File: config.mk
export PLATFORM = sky130hd
export DESIGN_NAME = dma_read_req_top
export DESIGN_NICKNAME = d
export VERILOG_FILES = /design/src/common/dma_rd_pkg.sv /design/src/common/apb_regs_pkg.sv /design/src/common/rd_req_if.sv /design/src/hw/apb_channel_regs.sv /design/src/hw/request_count.sv /design/src/hw/rr_mux.sv /design/src/hw/dma_read_req_top.sv
export SDC_FILE = /design/constraint.sdc
export NUM_CORES = 1
export LEC_CHECK = 0
export BUFFER_PORTS_ARGS = -buffer_cell sky130_fd_sc_hd__buf_4
export CAP_MARGIN = 0
export CORE_MARGIN = 2
export CORE_UTILIZATION = 45
export CTS_BUF_LIST = sky130_fd_sc_hd__clkbuf_4 sky130_fd_sc_hd__clkbuf_8
export DETAILED_ROUTE_END_ITERATION = 8
export PLACE_DENSITY = 0.68
export SLEW_MARGIN = 20
export SYNTH_ARGS = -nofsm -noshare
export SYNTH_HDL_FRONTEND = slang
export SYNTH_SLANG_ARGS = --single-unit
File: constraint.sdc
create_clock -name i_clock -period 4.98 [get_ports i_clock]
set_input_delay 0.996 -clock i_clock [delete_from_list [all_inputs] [get_ports i_clock]]
set_output_delay 0.996 -clock i_clock [all_outputs]
set_load 0.01 [all_outputs]
File: src/common/dma_rd_pkg.sv
// ~~~~~~~~~~~~~~~~~~~~~~~~~~~~~~~~~~~~~~~~~~~~~~~~~~~~~~~~~~~~~~~~~~~~~~~~~~
// Read request path definitions shared by counters, mux and testbench
// Addresses and lengths are in 64-byte blocks only
// Tag is zero pad, channel number, then per-channel sequence number
// Sequence field wraps modulo 8 with no recycling of outstanding tags
// ~~~~~~~~~~~~~~~~~~~~~~~~~~~~~~~~~~~~~~~~~~~~~~~~~~~~~~~~~~~~~~~~~~~~~~~~~~

package dma_rd_pkg;

   localparam int NUM_CHANNELS = 4;                          // Request channels
   localparam int CH_IDX_W     = $clog2(NUM_CHANNELS);       // Channel number width
   localparam int BLK_ADDR_W   = 55;                         // 64-byte block address
   localparam int BLK_COUNT_W  = 13;                         // Job length in blocks
   localparam int TAG_LOW_W    = 3;                          // Per-channel sequence
   localparam int TAG_W        = 8;                          // Full request tag
   localparam int TAG_PAD_W    = TAG_W - CH_IDX_W - TAG_LOW_W; // Zero pad on top

   typedef logic [BLK_ADDR_W-1:0]   blk_addr_t;
   typedef logic [BLK_COUNT_W-1:0]  blk_count_t;
   typedef logic [CH_IDX_W-1:0]     ch_idx_t;
   typedef logic [TAG_LOW_W-1:0]    tag_low_t;
   typedef logic [TAG_W-1:0]        req_tag_t;
   typedef logic [NUM_CHANNELS-1:0] ch_mask_t;                // One bit per channel

   // Mux visit of one channel
   typedef enum logic [1:0]
   {
      SCAN,                                                  // Test channel for work
      LOAD,                                                  // Capture addr and tag
      STEP,                                                  // Consume block in counter
      OFFER                                                  // Hold request until ready
   } mux_state_t;

   // Tag as seen on the request port
   function automatic req_tag_t make_tag(input ch_idx_t ch, input tag_low_t seq);
      req_tag_t tag;
      tag = {{TAG_PAD_W{1'b0}}, ch, seq};                    // Pad, channel, sequence
      return tag;
   endfunction

endpackage

File: src/common/apb_regs_pkg.sv
// ~~~~~~~~~~~~~~~~~~~~~~~~~~~~~~~~~~~~~~~~~~~~~~~~~~~~~~~~~~~~~~~~~~~~~~~~~~
// APB register map of the read request block
// Channel n job registers start at n * CH_STRIDE, STATUS is global
// Only word offsets listed here decode, everything else is unmapped
// ~~~~~~~~~~~~~~~~~~~~~~~~~~~~~~~~~~~~~~~~~~~~~~~~~~~~~~~~~~~~~~~~~~~~~~~~~~

package apb_regs_pkg;

   localparam int APB_ADDR_W = 12;
   localparam int APB_DATA_W = 32;

   typedef logic [APB_ADDR_W-1:0] apb_addr_t;
   typedef logic [APB_DATA_W-1:0] apb_data_t;

   localparam apb_addr_t CH_STRIDE  = 12'h020;               // Bytes per channel window
   localparam int        CH_SHIFT   = $clog2(CH_STRIDE);     // Offset bits in window
   localparam apb_addr_t STATUS_OFS = 12'h100;               // Global status word

   typedef logic [CH_SHIFT-1:0] reg_ofs_t;

   localparam reg_ofs_t OFS_ADDR_LO   = 5'h00;               // Block address 31:0
   localparam reg_ofs_t OFS_ADDR_HI   = 5'h04;               // Block address 54:32
   localparam reg_ofs_t OFS_COUNT_IRQ = 5'h08;               // Length and irq enable
   localparam reg_ofs_t OFS_START     = 5'h0C;               // Write to launch job

   localparam int IRQ_EN_BIT = 31;                           // In COUNT_IRQ
   localparam int BUSY_LSB   = 0;                            // In STATUS
   localparam int IRQ_LSB    = 8;                            // In STATUS, write 1 clears

   typedef enum logic [2:0]
   {
      SEL_NONE, ADDR_LO, ADDR_HI, COUNT_IRQ, START, STATUS
   } reg_sel_t;

endpackage

File: src/common/rd_req_if.sv
// ~~~~~~~~~~~~~~~~~~~~~~~~~~~~~~~~~~~~~~~~~~~~~~~~~~~~~~~~~~~~~~~~~~~~~~~~~~
// One channel's pending request between its counter and the mux
// valid lags the count by one cycle, load_busy covers that window
// ~~~~~~~~~~~~~~~~~~~~~~~~~~~~~~~~~~~~~~~~~~~~~~~~~~~~~~~~~~~~~~~~~~~~~~~~~~
`timescale 1ns/10ps

interface rd_req_if;
   import dma_rd_pkg::*;

   logic      valid;                                         // Count is nonzero
   blk_addr_t addr;                                          // Current block address
   logic      step;                                          // Consume current block
   logic      load_busy;                                     // Job load in progress

   modport producer
   (
      output valid,
      output addr,
      output load_busy,
      input  step
   );

   modport consumer
   (
      input  valid,
      input  addr,
      input  load_busy,
      output step
   );

endinterface

File: src/hw/apb_channel_regs.sv
// ~~~~~~~~~~~~~~~~~~~~~~~~~~~~~~~~~~~~~~~~~~~~~~~~~~~~~~~~~~~~~~~~~~~~~~~~~~
// APB slave with per-channel job registers, busy and sticky irq bits
// Zero wait states, o_pready is tied high
// START on a busy channel is dropped and flagged with o_pslverr
// START with a zero length is dropped without error
// Irq enable is sampled at START, later writes affect the next job only
// ~~~~~~~~~~~~~~~~~~~~~~~~~~~~~~~~~~~~~~~~~~~~~~~~~~~~~~~~~~~~~~~~~~~~~~~~~~
`timescale 1ns/10ps

module apb_channel_regs
(
   input  logic                                i_clock,
   input  logic                                i_reset,
   input  logic                                i_psel,
   input  logic                                i_penable,
   input  logic                                i_pwrite,
   input  logic [apb_regs_pkg::APB_ADDR_W-1:0] i_paddr,
   input  logic [apb_regs_pkg::APB_DATA_W-1:0] i_pwdata,
   output logic [apb_regs_pkg::APB_DATA_W-1:0] o_prdata,
   output logic                                o_pready,
   output logic                                o_pslverr,
   input  dma_rd_pkg::ch_mask_t                i_done,
   output dma_rd_pkg::ch_mask_t                o_start,
   output dma_rd_pkg::blk_addr_t               o_addr [dma_rd_pkg::NUM_CHANNELS],
   output dma_rd_pkg::blk_count_t              o_count [dma_rd_pkg::NUM_CHANNELS],
   output logic                                o_irq
);
   import dma_rd_pkg::*;
   import apb_regs_pkg::*;

   localparam int ADDR_HI_W = BLK_ADDR_W - APB_DATA_W;      // Bits held in ADDR_HI

   logic     access;                                         // APB access phase
   logic     wr_access;
   reg_sel_t sel;
   ch_idx_t  ch;
   logic     start_ok;
   ch_mask_t busy_q;
   ch_mask_t irq_q;                                          // Sticky, write 1 clears
   ch_mask_t irq_en_q;                                       // As programmed
   ch_mask_t irq_arm_q;                                      // Captured at START

   function automatic reg_sel_t decode(input apb_addr_t paddr);
      reg_sel_t kind;
      kind = SEL_NONE;
      if (paddr == STATUS_OFS)
         kind = STATUS;
      else if (paddr < CH_STRIDE * NUM_CHANNELS)             // Inside channel windows
      begin
         case (paddr[CH_SHIFT-1:0])
            OFS_ADDR_LO:   kind = ADDR_LO;
            OFS_ADDR_HI:   kind = ADDR_HI;
            OFS_COUNT_IRQ: kind = COUNT_IRQ;
            OFS_START:     kind = START;
            default:       kind = SEL_NONE;                  // Hole in the window
         endcase
      end
      return kind;
   endfunction

   assign access    = i_psel & i_penable;
   assign wr_access = access & i_pwrite;
   assign sel       = decode(i_paddr);
   assign ch        = i_paddr[CH_SHIFT +: CH_IDX_W];          // Window number
   assign start_ok  = wr_access && (sel == START) && !busy_q[ch] && (o_count[ch] != '0);

   assign o_pready  = 1'b1;                                  // Single cycle access
   assign o_pslverr = access && ((sel == SEL_NONE) ||
                                 (i_pwrite && (sel == START) && busy_q[ch]));
   assign o_irq     = |irq_q;

   always_ff @(posedge i_clock)
   begin
      if (i_reset)
      begin
         o_start   <= '0;
         busy_q    <= '0;
         irq_q     <= '0;
         irq_en_q  <= '0;
         irq_arm_q <= '0;
         for (int c = 0; c < NUM_CHANNELS; c++)
            o_count[c] <= '0;
      end
      else
      begin
         o_start <= '0;                                      // Pulse for one cycle
         busy_q  <= busy_q & ~i_done;                        // Job finished issuing
         irq_q   <= irq_q | (i_done & irq_arm_q);
         if (wr_access)
         begin
            case (sel)
               COUNT_IRQ:
               begin
                  o_count[ch]  <= i_pwdata[BLK_COUNT_W-1:0];
                  irq_en_q[ch] <= i_pwdata[IRQ_EN_BIT];
               end
               START:
               begin
                  if (start_ok)
                  begin
                     o_start[ch]   <= 1'b1;                  // Counter loads next cycle
                     busy_q[ch]    <= 1'b1;
                     irq_arm_q[ch] <= irq_en_q[ch];
                  end
               end
               STATUS:                                       // New done wins over clear
                  irq_q <= (irq_q & ~i_pwdata[IRQ_LSB +: NUM_CHANNELS]) | (i_done & irq_arm_q);
               default:
               begin
               end
            endcase
         end
      end
   end

   // Job address words
   always_ff @(posedge i_clock)
   begin
      if (wr_access && (sel == ADDR_LO))
         o_addr[ch][APB_DATA_W-1:0] <= i_pwdata;
      else if (wr_access && (sel == ADDR_HI))
         o_addr[ch][BLK_ADDR_W-1:APB_DATA_W] <= i_pwdata[ADDR_HI_W-1:0];
   end

   always_comb
   begin
      o_prdata = '0;                                         // Idle bus reads zero
      if (access && !i_pwrite)
      begin
         case (sel)
            ADDR_LO:   o_prdata = o_addr[ch][APB_DATA_W-1:0];
            ADDR_HI:   o_prdata[ADDR_HI_W-1:0] = o_addr[ch][BLK_ADDR_W-1:APB_DATA_W];
            COUNT_IRQ:
            begin
               o_prdata[BLK_COUNT_W-1:0] = o_count[ch];
               o_prdata[IRQ_EN_BIT]      = irq_en_q[ch];
            end
            STATUS:
            begin
               o_prdata[BUSY_LSB +: NUM_CHANNELS] = busy_q;
               o_prdata[IRQ_LSB +: NUM_CHANNELS]  = irq_q;
            end
            default:   o_prdata = '0;                        // START reads as zero
         endcase
      end
   end

endmodule

File: src/hw/request_count.sv
// ~~~~~~~~~~~~~~~~~~~~~~~~~~~~~~~~~~~~~~~~~~~~~~~~~~~~~~~~~~~~~~~~~~~~~~~~~~
// Per-channel job counter feeding the round-robin mux
// A new start is only expected once the previous job has drained
// valid follows the count one cycle late
// ~~~~~~~~~~~~~~~~~~~~~~~~~~~~~~~~~~~~~~~~~~~~~~~~~~~~~~~~~~~~~~~~~~~~~~~~~~
`timescale 1ns/10ps

module request_count
(
   input  logic                   i_clock,
   input  logic                   i_reset,
   input  logic                   i_start,
   input  dma_rd_pkg::blk_addr_t  i_addr,
   input  dma_rd_pkg::blk_count_t i_count,
   rd_req_if.producer             o_rd_req,
   output logic                   o_done
);
   import dma_rd_pkg::*;

   blk_addr_t  addr_q;
   blk_count_t count_q;                                      // Blocks left to issue
   logic       valid_q;
   logic       load_q;                                       // Cycle after the load

   // Address steps once per consumed block
   always_ff @(posedge i_clock)
   begin
      if (i_start)
         addr_q <= i_addr;
      else if (o_rd_req.step)
         addr_q <= addr_q + 1'b1;                            // Next 64-byte block
   end

   always_ff @(posedge i_clock)
   begin
      if (i_reset)
      begin
         count_q <= '0;
         valid_q <= 1'b0;
         load_q  <= 1'b0;
      end
      else
      begin
         load_q <= i_start;
         if (i_start)
            count_q <= i_count;
         else if (o_rd_req.step && (count_q != '0))
            count_q <= count_q - 1'b1;
         valid_q <= (count_q != '0);                         // Lags count by one
      end
   end

   assign o_rd_req.valid     = valid_q;
   assign o_rd_req.addr      = addr_q;
   assign o_rd_req.load_busy = i_start | load_q;             // valid not yet current
   assign o_done             = o_rd_req.step && !i_start && (count_q == blk_count_t'(1));

endmodule

File: src/hw/rr_mux.sv
// ~~~~~~~~~~~~~~~~~~~~~~~~~~~~~~~~~~~~~~~~~~~~~~~~~~~~~~~~~~~~~~~~~~~~~~~~~~
// Round-robin merge of the channel counters onto one request port
// Each visit is SCAN, LOAD, STEP, OFFER, so four cycles per request minimum
// An idle channel costs one SCAN cycle
// Back-pressure holds OFFER and stalls every channel
// ~~~~~~~~~~~~~~~~~~~~~~~~~~~~~~~~~~~~~~~~~~~~~~~~~~~~~~~~~~~~~~~~~~~~~~~~~~
`timescale 1ns/10ps

module rr_mux
(
   input  logic                  i_clock,
   input  logic                  i_reset,
   rd_req_if.consumer            i_rd_req [dma_rd_pkg::NUM_CHANNELS],
   input  logic                  i_req_ready,
   output logic                  o_req_valid,
   output dma_rd_pkg::blk_addr_t o_req_addr,
   output dma_rd_pkg::req_tag_t  o_req_tag
);
   import dma_rd_pkg::*;

   mux_state_t state_q;
   ch_idx_t    ch_q;                                         // Channel being visited
   tag_low_t   seq_q [NUM_CHANNELS];                         // Next sequence per channel
   ch_mask_t   pending;
   blk_addr_t  ch_addr [NUM_CHANNELS];
   logic       transfer;

   // Flatten the interface array for indexing by ch_q
   genvar i;
   generate
      for (i = 0; i < NUM_CHANNELS; i++)
      begin : g_ch
         assign pending[i]       = i_rd_req[i].valid & ~i_rd_req[i].load_busy;
         assign ch_addr[i]       = i_rd_req[i].addr;
         assign i_rd_req[i].step = (state_q == STEP) && (ch_q == ch_idx_t'(i));
      end
   endgenerate

   assign o_req_valid = (state_q == OFFER);
   assign transfer    = o_req_valid & i_req_ready;

   always_ff @(posedge i_clock)
   begin
      if (i_reset)
      begin
         state_q <= SCAN;
         ch_q    <= '0;
         for (int c = 0; c < NUM_CHANNELS; c++)
            seq_q[c] <= '0;
      end
      else
      begin
         case (state_q)
            SCAN:
            begin
               if (pending[ch_q])
                  state_q <= LOAD;
               else
                  ch_q <= ch_q + 1'b1;                       // Skip idle channel
            end
            LOAD:
               state_q <= STEP;
            STEP:
               state_q <= OFFER;                             // Counter steps this edge
            OFFER:
            begin
               if (transfer)
               begin
                  seq_q[ch_q] <= seq_q[ch_q] + 1'b1;         // Wraps modulo 8
                  ch_q        <= ch_q + 1'b1;                // Move on after a transfer
                  state_q     <= SCAN;
               end
            end
            default:
               state_q <= SCAN;
         endcase
      end
   end

   // Request payload, stable through OFFER
   always_ff @(posedge i_clock)
   begin
      if (state_q == LOAD)
      begin
         o_req_addr <= ch_addr[ch_q];
         o_req_tag  <= make_tag(ch_q, seq_q[ch_q]);
      end
   end

endmodule

File: src/hw/dma_read_req_top.sv
// ~~~~~~~~~~~~~~~~~~~~~~~~~~~~~~~~~~~~~~~~~~~~~~~~~~~~~~~~~~~~~~~~~~~~~~~~~~
// Read request side of the PCIe to FIFO bridge
// Jobs are programmed over APB and issued as single-block read requests
// No completion handling, tags are not recycled
// ~~~~~~~~~~~~~~~~~~~~~~~~~~~~~~~~~~~~~~~~~~~~~~~~~~~~~~~~~~~~~~~~~~~~~~~~~~
`timescale 1ns/10ps

module dma_read_req_top
(
   input  logic                                i_clock,
   input  logic                                i_reset,
   input  logic                                i_psel,
   input  logic                                i_penable,
   input  logic                                i_pwrite,
   input  logic [apb_regs_pkg::APB_ADDR_W-1:0] i_paddr,
   input  logic [apb_regs_pkg::APB_DATA_W-1:0] i_pwdata,
   output logic [apb_regs_pkg::APB_DATA_W-1:0] o_prdata,
   output logic                                o_pready,
   output logic                                o_pslverr,
   output logic                                o_irq,
   input  logic                                i_req_ready,
   output logic                                o_req_valid,
   output dma_rd_pkg::blk_addr_t               o_req_addr,
   output dma_rd_pkg::req_tag_t                o_req_tag
);
   import dma_rd_pkg::*;

   ch_mask_t   start;                                        // Job load pulses
   ch_mask_t   done;                                         // Last block consumed
   blk_addr_t  job_addr [NUM_CHANNELS];
   blk_count_t job_count [NUM_CHANNELS];

   rd_req_if rd_req [NUM_CHANNELS] ();

   apb_channel_regs u_regs
   (
      .i_clock   (i_clock),
      .i_reset   (i_reset),
      .i_psel    (i_psel),
      .i_penable (i_penable),
      .i_pwrite  (i_pwrite),
      .i_paddr   (i_paddr),
      .i_pwdata  (i_pwdata),
      .o_prdata  (o_prdata),
      .o_pready  (o_pready),
      .o_pslverr (o_pslverr),
      .i_done    (done),
      .o_start   (start),
      .o_addr    (job_addr),
      .o_count   (job_count),
      .o_irq     (o_irq)
   );

   genvar i;
   generate
      for (i = 0; i < NUM_CHANNELS; i++)
      begin : g_count
         request_count u_count
         (
            .i_clock  (i_clock),
            .i_reset  (i_reset),
            .i_start  (start[i]),
            .i_addr   (job_addr[i]),
            .i_count  (job_count[i]),
            .o_rd_req (rd_req[i]),
            .o_done   (done[i])
         );
      end
   endgenerate

   rr_mux u_mux
   (
      .i_clock     (i_clock),
      .i_reset     (i_reset),
      .i_rd_req    (rd_req),
      .i_req_ready (i_req_ready),
      .o_req_valid (o_req_valid),
      .o_req_addr  (o_req_addr),
      .o_req_tag   (o_req_tag)
   );

endmodule

======== Word-level counts from Yosys, hierarchy flattened ========
Memories as Yosys holds them, arrays and structs flattened. A register that Yosys moved wholly into a read port is not among the register bits.
Cells that the tools add are included.
storage, ports and cells
  flip-flop bits (word level) ............. 636
  RAM bits ................................ 12
  bits of input ports ..................... 50
  output and inout bits ................... 99
  word-level logic and storage cells ...... 240
  memories kept ........................... 1
cells by class
  add/sub/neg operators ................... 10
  order comparisons ....................... 7
  eq/ne operators ......................... 22
  muxes and demuxes ....................... 79
  bitwise gates (word level) .............. 28
  reductions and logical operators ........ 60
memory list
  name         depth  bits a word  read ports  clocked after Yosys merged registers in  wr ports  line          source
  u_mux.seq_q  4      3            1           1                                        4         rr_mux.sv:23  tag_low_t seq_q [NUM_CHANNELS];
operators with widths
  operator                                                                       count
  55-bit 2-to-1 mux                                                              13
  220-bit bitwise mux                                                            2
  220-bit 2-to-1 mux                                                             2
  55-bit by 1-bit adder with 55-bit output, second input constant                4
  55-bit binary-select mux with 2-bit select                                     2
  55-bit demux with 2-bit select                                                 2
  13-bit 2-to-1 mux                                                              11
  13-bit nonzero test                                                            5
  32-bit 2-to-1 mux                                                              2
  52-bit bitwise mux                                                             1
  13-bit by 1-bit equality test with 1-bit output, second input constant         4
  13-bit by 1-bit subtractor with 13-bit output, second input constant           4
  4-bit one-hot mux with 4 select lines                                          2
  1-bit logical AND                                                              27
  13-bit binary-select mux with 2-bit select                                     1
  13-bit demux with 2-bit select                                                 1
  4-bit 2-to-1 mux                                                               5
  10-bit one-hot mux with 2 select lines                                         1
  2-bit nonzero test                                                             10
  2-bit 2-to-1 mux                                                               7
  4-bit AND                                                                      3
  12-bit by 9-bit equality test with 1-bit output, second input constant         1
  12-bit by 8-bit less-than comparator with 1-bit output, second input constant  1
  4-bit bitwise OR                                                               3
  41 further kinds                                                               92

======== Longest topological paths before layout ========
  depth in word-level cells ............... 11
  mapped depth ............................ 9
  mapped depth without buffers ............ 7

======== Hierarchy ========
A second synthesis with hierarchy kept.
second synthesis, totals
  cells, all modules ...................... 3109
  area total of the unflattened synthesis .. 34870.9 sq um
modules (own cells, without submodules)
  module            times used  cells each  area an instance (sq um)  seq. area each (sq um)
  request_count     4           487         4379.2                    1951.9
  apb_channel_regs  1           937         13137.6                   8047.7
  rr_mux            1           224         4216.5                    2282.2

======== Worst setup path after synthesis ========
Ideal clock, no wire load.
  path kind ............................... input port to flip-flop
  start point ............................. in i_paddr[0] in the netlist's numbering
  end point ............................... reg u_regs.o_addr[165] in the netlist's numbering, enable pin
  arrival ................................. 4.837 ns
  path slack .............................. -0.318 ns
  stages .................................. 6
  path buffers ............................ 2
  cell sequence ........................... or4_1 -> nor4_2 -> nand2_1 -> clkbuf_1 -> clkbuf_1 -> nor3_1
between the ends
  longest elaborated chain between the ends .. 7
  elaborated cells on any way between the ends .. 14
RTL lines
  what                                                                                                              line                                              source
  start: declaration                                                                                                dma_read_req_top.sv:15                            input logic [apb_regs_pkg::APB_ADDR_W-1:0] i_paddr,
  branches (longest 3 deep; another with 12-bit by 8-bit less-than comparator with 1-bit output)                    -
  3-bit 2-to-1 mux *                                                                                                apb_channel_regs.sv:46                            if (paddr == STATUS_OFS)
  3-bit by 2-bit equality test with 1-bit output or 3-bit by 1-bit equality test with 1-bit output (tied branches)  apb_channel_regs.sv:121, apb_channel_regs.sv:119
  1-bit logical AND, on equally long branches                                                                       apb_channel_regs.sv:121, apb_channel_regs.sv:119
  2-bit nonzero test (no line) *                                                                                    -
  end signal: indexed assignment                                                                                    apb_channel_regs.sv:120                           o_addr[ch][APB_DATA_W-1:0] <= i_pwdata;
  end signal: indexed assignment                                                                                    apb_channel_regs.sv:122                           o_addr[ch][BLK_ADDR_W-1:APB_DATA_W] <= i_pwdata[ADDR_HI_W-1:0];
  end: declaration                                                                                                  apb_channel_regs.sv:24                            output dma_rd_pkg::blk_addr_t o_addr [dma_rd_pkg::NUM_CHANNELS],
Every way passes the cells marked *.
A chain may end at the register's enable or synchronous reset.

======== Worst setup path in the final report ========
  start point ............................. in i_paddr[0] in the netlist's numbering
  end point ............................... out o_prdata[16] in the netlist's numbering
between the ends
  longest elaborated chain between the ends .. 7
  elaborated cells on any way between the ends .. 13
RTL lines
  what                                                                                                              line                     source
  branches (longest 3 deep; another with 12-bit by 8-bit less-than comparator with 1-bit output)                    -
  3-bit 2-to-1 mux *                                                                                                apb_channel_regs.sv:46
  3-bit by 2-bit equality test with 1-bit output or 3-bit by 1-bit equality test with 1-bit output (tied branches)  apb_channel_regs.sv:130  case (sel)
  10-bit one-hot mux with 2 select lines *                                                                          apb_channel_regs.sv:130
  32-bit 2-to-1 mux *                                                                                               apb_channel_regs.sv:128  if (access && !i_pwrite)
  end: declaration                                                                                                  dma_read_req_top.sv:17   output logic [apb_regs_pkg::APB_DATA_W-1:0] o_prdata,
Marks and branches as above.

==> metrics.txt <==
# TYPE chip_impl_metric gauge
chip_impl_info{name="run_status",value="completed"} 1
chip_impl_metric{name="area_delta_synth_final",unit="%"} 13.0
chip_impl_info{name="cts_tree",value="yes"} 1
chip_impl_metric{name="num_io_pins",unit=""} 149
chip_impl_metric{name="cts_hold_repair.buffers",unit=""} 0
chip_impl_metric{name="vias_per_cell",unit=""} 6.45
chip_impl_metric{name="fin_skew",unit="ns"} 0.0467
chip_impl_metric{name="globalRouteTotalUtil",unit=""} 0.284
chip_impl_metric{name="period_minus_slack",unit="ns"} 4.44
chip_impl_metric{name="io_buffer_count",unit=""} 144
chip_impl_metric{name="total_power",unit="mW"} 12.1
chip_impl_metric{name="synth_seq_area_share",unit=""} 0.538
chip_impl_info{name="worstHoldPathType",value="reg2reg"} 1
chip_impl_metric{name="starting_utilization_of_the_core_area",unit=""} 0.454
chip_impl_metric{name="clock_slew_at_reported_path_ffs",unit="ns"} 0.06
chip_impl_metric{name="slew_worst_pin",unit="ns"} 1.13
chip_impl_metric{name="detailedRoute.firstIterationViolations",unit=""} 3960
chip_impl_metric{name="maxSlewViolCount",unit=""} 0
chip_impl_metric{name="drc_errors",unit=""} 0
chip_impl_metric{name="leakagePower",unit="nW"} 12.2
chip_impl_metric{name="wl",unit="µm"} 111000
chip_impl_info{name="synth.area.top_cells",value="sky130_fd_sc_hd__edfxtp_1 (46%), sky130_fd_sc_hd__mux4_2 (8.6%), sky130_fd_sc_hd__dfxtp_1 (8.2%)"} 1
chip_impl_metric{name="cts_max_path_buffers",unit=""} 3
chip_impl_info{name="worstSetupPathType",value="in2out"} 1
chip_impl_metric{name="dpl_cell_area",unit="µm²"} 35800
chip_impl_metric{name="antenna_violating_nets_post_route",unit=""} 0
chip_impl_metric{name="synth_cells",unit=""} 3046
chip_impl_metric{name="cap_violations",unit=""} 0
chip_impl_metric{name="relSlewSlack",unit=""} 0.248
chip_impl_metric{name="worst_ir_drop_vdd",unit="mV"} 0.208
chip_impl_metric{name="die-height",unit="µm"} 278
chip_impl_metric{name="grt_max_degree",unit=""} 88
chip_impl_metric{name="synth.cell_area",unit="µm²"} 33700
chip_impl_metric{name="finish.utilization",unit=""} 0.513
chip_impl_info{name="crit_path_start_kind",value="primary input"} 1
chip_impl_metric{name="synth_enable_flop_cells",unit=""} 512
chip_impl_metric{name="fp-row-count",unit=""} 100
chip_impl_metric{name="first_global_vias",unit=""} 25505
chip_impl_info{name="synth_largest_area_cell",value="sky130_fd_sc_hd__edfxtp_1"} 1
chip_impl_info{name="crit_chain",value="buf_4 -> or4_1 -> nor3_1 -> buf_4 -> and3_1 -> buf_4 -> nand3_1 -> nand2_1 -> buf_4"} 1
chip_impl_metric{name="clk-insertion-delay-late",unit="ns"} 0.75
chip_impl_info{name="grt_setup_unrepaired",value="false"} 1
chip_impl_metric{name="place.detailed.hpwl",unit="µm"} 77100
chip_impl_metric{name="cts_sinks",unit=""} 650
chip_impl_metric{name="synth.yosys.warnings",unit=""} 0
chip_impl_metric{name="synth-seq-cells",unit=""} 650
chip_impl_metric{name="core_area",unit="µm²"} 74300
chip_impl_metric{name="cts-buffers-inserted",unit=""} 111
chip_impl_metric{name="grt-ovfl-total",unit=""} 0
chip_impl_metric{name="setup_viol",unit=""} 0
chip_impl_metric{name="die_width",unit="µm"} 278
chip_impl_metric{name="timing.final.hold_violations",unit=""} 0
chip_impl_metric{name="cts.repair.resized",unit=""} 0
chip_impl_metric{name="tns",unit="ns"} 0
chip_impl_metric{name="final.period_utilization",unit=""} 0.893
chip_impl_metric{name="synth-async-reset-ratio",unit=""} 0
chip_impl_info{name="slowest_stage",value="sky130_fd_sc_hd__or4_1"} 1
chip_impl_metric{name="critPathMaxFanout",unit=""} 14
chip_impl_metric{name="final_net_count",unit=""} 3209
chip_impl_info{name="ys_top_cells_by_count",value="sky130_fd_sc_hd__edfxtp_1 (512), sky130_fd_sc_hd__nand2_1 (331), sky130_fd_sc_hd__nor2_1 (230)"} 1
chip_impl_metric{name="route.detailed.wl_per_inst",unit="µm"} 26.4
chip_impl_info{name="dominantRegCellSynth",value="sky130_fd_sc_hd__edfxtp_1"} 1
chip_impl_metric{name="synth.distinct_cells",unit=""} 67
chip_impl_metric{name="crit_arrival",unit="ns"} 3.45
chip_impl_metric{name="power_density",unit="nW/µm²"} 318
chip_impl_metric{name="synth_top_cell_area_share",unit=""} 0.456
chip_impl_metric{name="post_cts.repair.setup_buffers",unit=""} 0
chip_impl_metric{name="gp_congestion",unit=""} 0.942
chip_impl_metric{name="worst_ep_required_time",unit="ns"} 3.98
chip_impl_metric{name="vias",unit=""} 27115
chip_impl_metric{name="grt_first_pass_wirelength",unit="µm"} 165000
chip_impl_info{name="clockRootBuffer",value="sky130_fd_sc_hd__clkbuf_8"} 1
chip_impl_metric{name="number_of_antenna_violations_at_the_first_check_in_global_routing",unit=""} 7
chip_impl_info{name="end_kind",value="output pin"} 1
chip_impl_metric{name="drt_pass1_iterations",unit=""} 8
chip_impl_metric{name="syn-mean-instance-area",unit="µm²"} 11.1
chip_impl_metric{name="finalInstanceArea",unit="µm²"} 38100
chip_impl_metric{name="fmax",unit="MHz"} 225
chip_impl_info{name="path_common_cell",value="sky130_fd_sc_hd__buf_4"} 1
chip_impl_metric{name="die_outline_area",unit="µm²"} 77100
chip_impl_metric{name="post_route_cells_drive_above_1_share",unit=""} 0.176
chip_impl_metric{name="cts.htree.levels",unit=""} 3
chip_impl_info{name="yosysMostFrequentCell",value="sky130_fd_sc_hd__edfxtp_1"} 1
chip_impl_metric{name="max_stage_delay",unit="ns"} 0.63
-- final timing paths --
check	start	end	slack [ns]	cells after the start
max	i_paddr[0]	o_prdata[16]	0.54	9
min	u_regs.irq_en_q[1]$_SDFFE_PP0P_	u_regs.irq_en_q[1]$_SDFFE_PP0P_	0.46	2
min reg2reg	u_regs.irq_en_q[1]$_SDFFE_PP0P_	u_regs.irq_en_q[1]$_SDFFE_PP0P_	0.46	2
max reg2reg	g_count[1].u_count.o_rd_req.addr[11]$_DFFE_PP_	g_count[1].u_count.o_rd_req.addr[43]$_DFFE_PP_	1.17	5
-- critical path, delay by kind of cell --
family | cells | cell delay [ns]
AND/OR/NAND/NOR | 5 | 1.68
buffers and inverters | 4 | 0.77
-- report_power, final --
| group | internal, mW | switching [mW] | leakage [nW] |
|---|---|---|---|
| clock | 2.78 | 2.33 | 1.22 |
| combinational | 0.417 | 0.596 | 5.69 |
| sequential | 5.94 | 0.0624 | 5.31 |
-- registers in the layout, summed over array words and instances, names as in the netlist, named ones only --
name / count
g_count.u_count.o_rd_req.addr: 220
u_regs.o_addr: 220
u_mux.o_req_addr: 55
g_count.u_count.count_q: 52
u_regs.o_count: 52
u_mux.seq_q: 12
u_mux.o_req_tag: 5
g_count.u_count.load_q: 4
g_count.u_count.o_rd_req.valid: 4
u_regs.busy_q: 4
u_regs.irq_arm_q: 4
u_regs.irq_en_q: 4
u_regs.irq_q: 4
u_regs.o_start: 4
u_mux.ch_q: 2
u_mux.state_q: 2
-- through the flow --
| step | hold slack [ns] | instances | setup slack [ns] |
|---|---|---|---|
| detailed placement | 0.449 | 3994 | 0.612 |
| finish | 0.463 | 4204 | 0.535 |
| global placement | 0.442 | 3994 | 0.591 |
| floorplan | 0.433 | 3048 | 0.225 |
| CTS | 0.456 | 4202 | 0.618 |
| global route | 0.485 | 4204 | 0.426 |
-- per-layer routing --
metal  routed length (µm)  track usage  up-vias
met3                12800       0.0642      291
met4                 4650        0.111        4
met2                49600        0.429     1758
li1                     -            -    11802
met5                   26            0        -
met1                44000        0.398    13260
-- cell families after synthesis --
logic type	share of synthesized area
buf+inv	0.0324
fa+ha+maj	0.00779
other cells	0.000223
simple gates	0.198
flops	0.538
xor+xnor	0.0403
compound gates	0.0902
mux	0.0930
-- cell type report --
type                    count  area (µm²)
fillers                  6605       36200
well taps                 969        1210
clock inverters            56         425
diodes                      2        5.00
flip-flops and latches    650       18100
clock buffers             152        1890
multi-input cells        2117       14600
repair buffers            202        1580
inverters                  56         210
-- cells in the final DEF (no fill, tap or decap), types with 6 or more instances in the layout --
| master | netlist | routed |
|---|---|---|
| sky130_fd_sc_hd__ha_1 | 21 | 20 |
| sky130_fd_sc_hd__edfxtp_1 | 512 | 512 |
| sky130_fd_sc_hd__nand2_1 | 331 | 326 |
| sky130_fd_sc_hd__and3_1 | 192 | 192 |
| sky130_fd_sc_hd__and2_1 | 58 | 57 |
| sky130_fd_sc_hd__buf_4 | 4 | 196 |
| sky130_fd_sc_hd__mux2i_1 | 17 | 17 |
| sky130_fd_sc_hd__nor3_1 | 70 | 66 |
| sky130_fd_sc_hd__clkbuf_8 | 0 | 120 |
| sky130_fd_sc_hd__nand2b_1 | 7 | 7 |
| sky130_fd_sc_hd__clkinv_2 | 0 | 19 |
| sky130_fd_sc_hd__nand4_1 | 67 | 67 |
| sky130_fd_sc_hd__nor2_1 | 230 | 222 |
| sky130_fd_sc_hd__or2_2 | 8 | 8 |
| sky130_fd_sc_hd__nor4_1 | 31 | 29 |
| sky130_fd_sc_hd__o211ai_1 | 7 | 7 |
| sky130_fd_sc_hd__nor3b_1 | 8 | 8 |
| sky130_fd_sc_hd__clkbuf_4 | 0 | 32 |
| sky130_fd_sc_hd__and4_1 | 13 | 13 |
| sky130_fd_sc_hd__dfxtp_1 | 138 | 132 |
| sky130_fd_sc_hd__xnor2_1 | 77 | 77 |
| sky130_fd_sc_hd__a211oi_1 | 40 | 40 |
| sky130_fd_sc_hd__or4_1 | 79 | 79 |
| sky130_fd_sc_hd__o31ai_1 | 72 | 72 |
| sky130_fd_sc_hd__or3_1 | 41 | 41 |
| sky130_fd_sc_hd__a311oi_1 | 6 | 6 |
| sky130_fd_sc_hd__mux4_2 | 128 | 128 |
| sky130_fd_sc_hd__bufinv_16 | 0 | 6 |
| sky130_fd_sc_hd__a31oi_1 | 91 | 91 |
| sky130_fd_sc_hd__a21oi_1 | 76 | 76 |
| sky130_fd_sc_hd__inv_1 | 53 | 52 |
| sky130_fd_sc_hd__xor2_1 | 78 | 78 |
| sky130_fd_sc_hd__nand3_1 | 134 | 134 |
| sky130_fd_sc_hd__o21ai_0 | 151 | 151 |
| sky130_fd_sc_hd__a22oi_1 | 18 | 18 |
| sky130_fd_sc_hd__clkinv_1 | 1 | 25 |
| sky130_fd_sc_hd__nor2b_1 | 8 | 6 |
No activity file was read; power rests on OpenSTA's default activity.
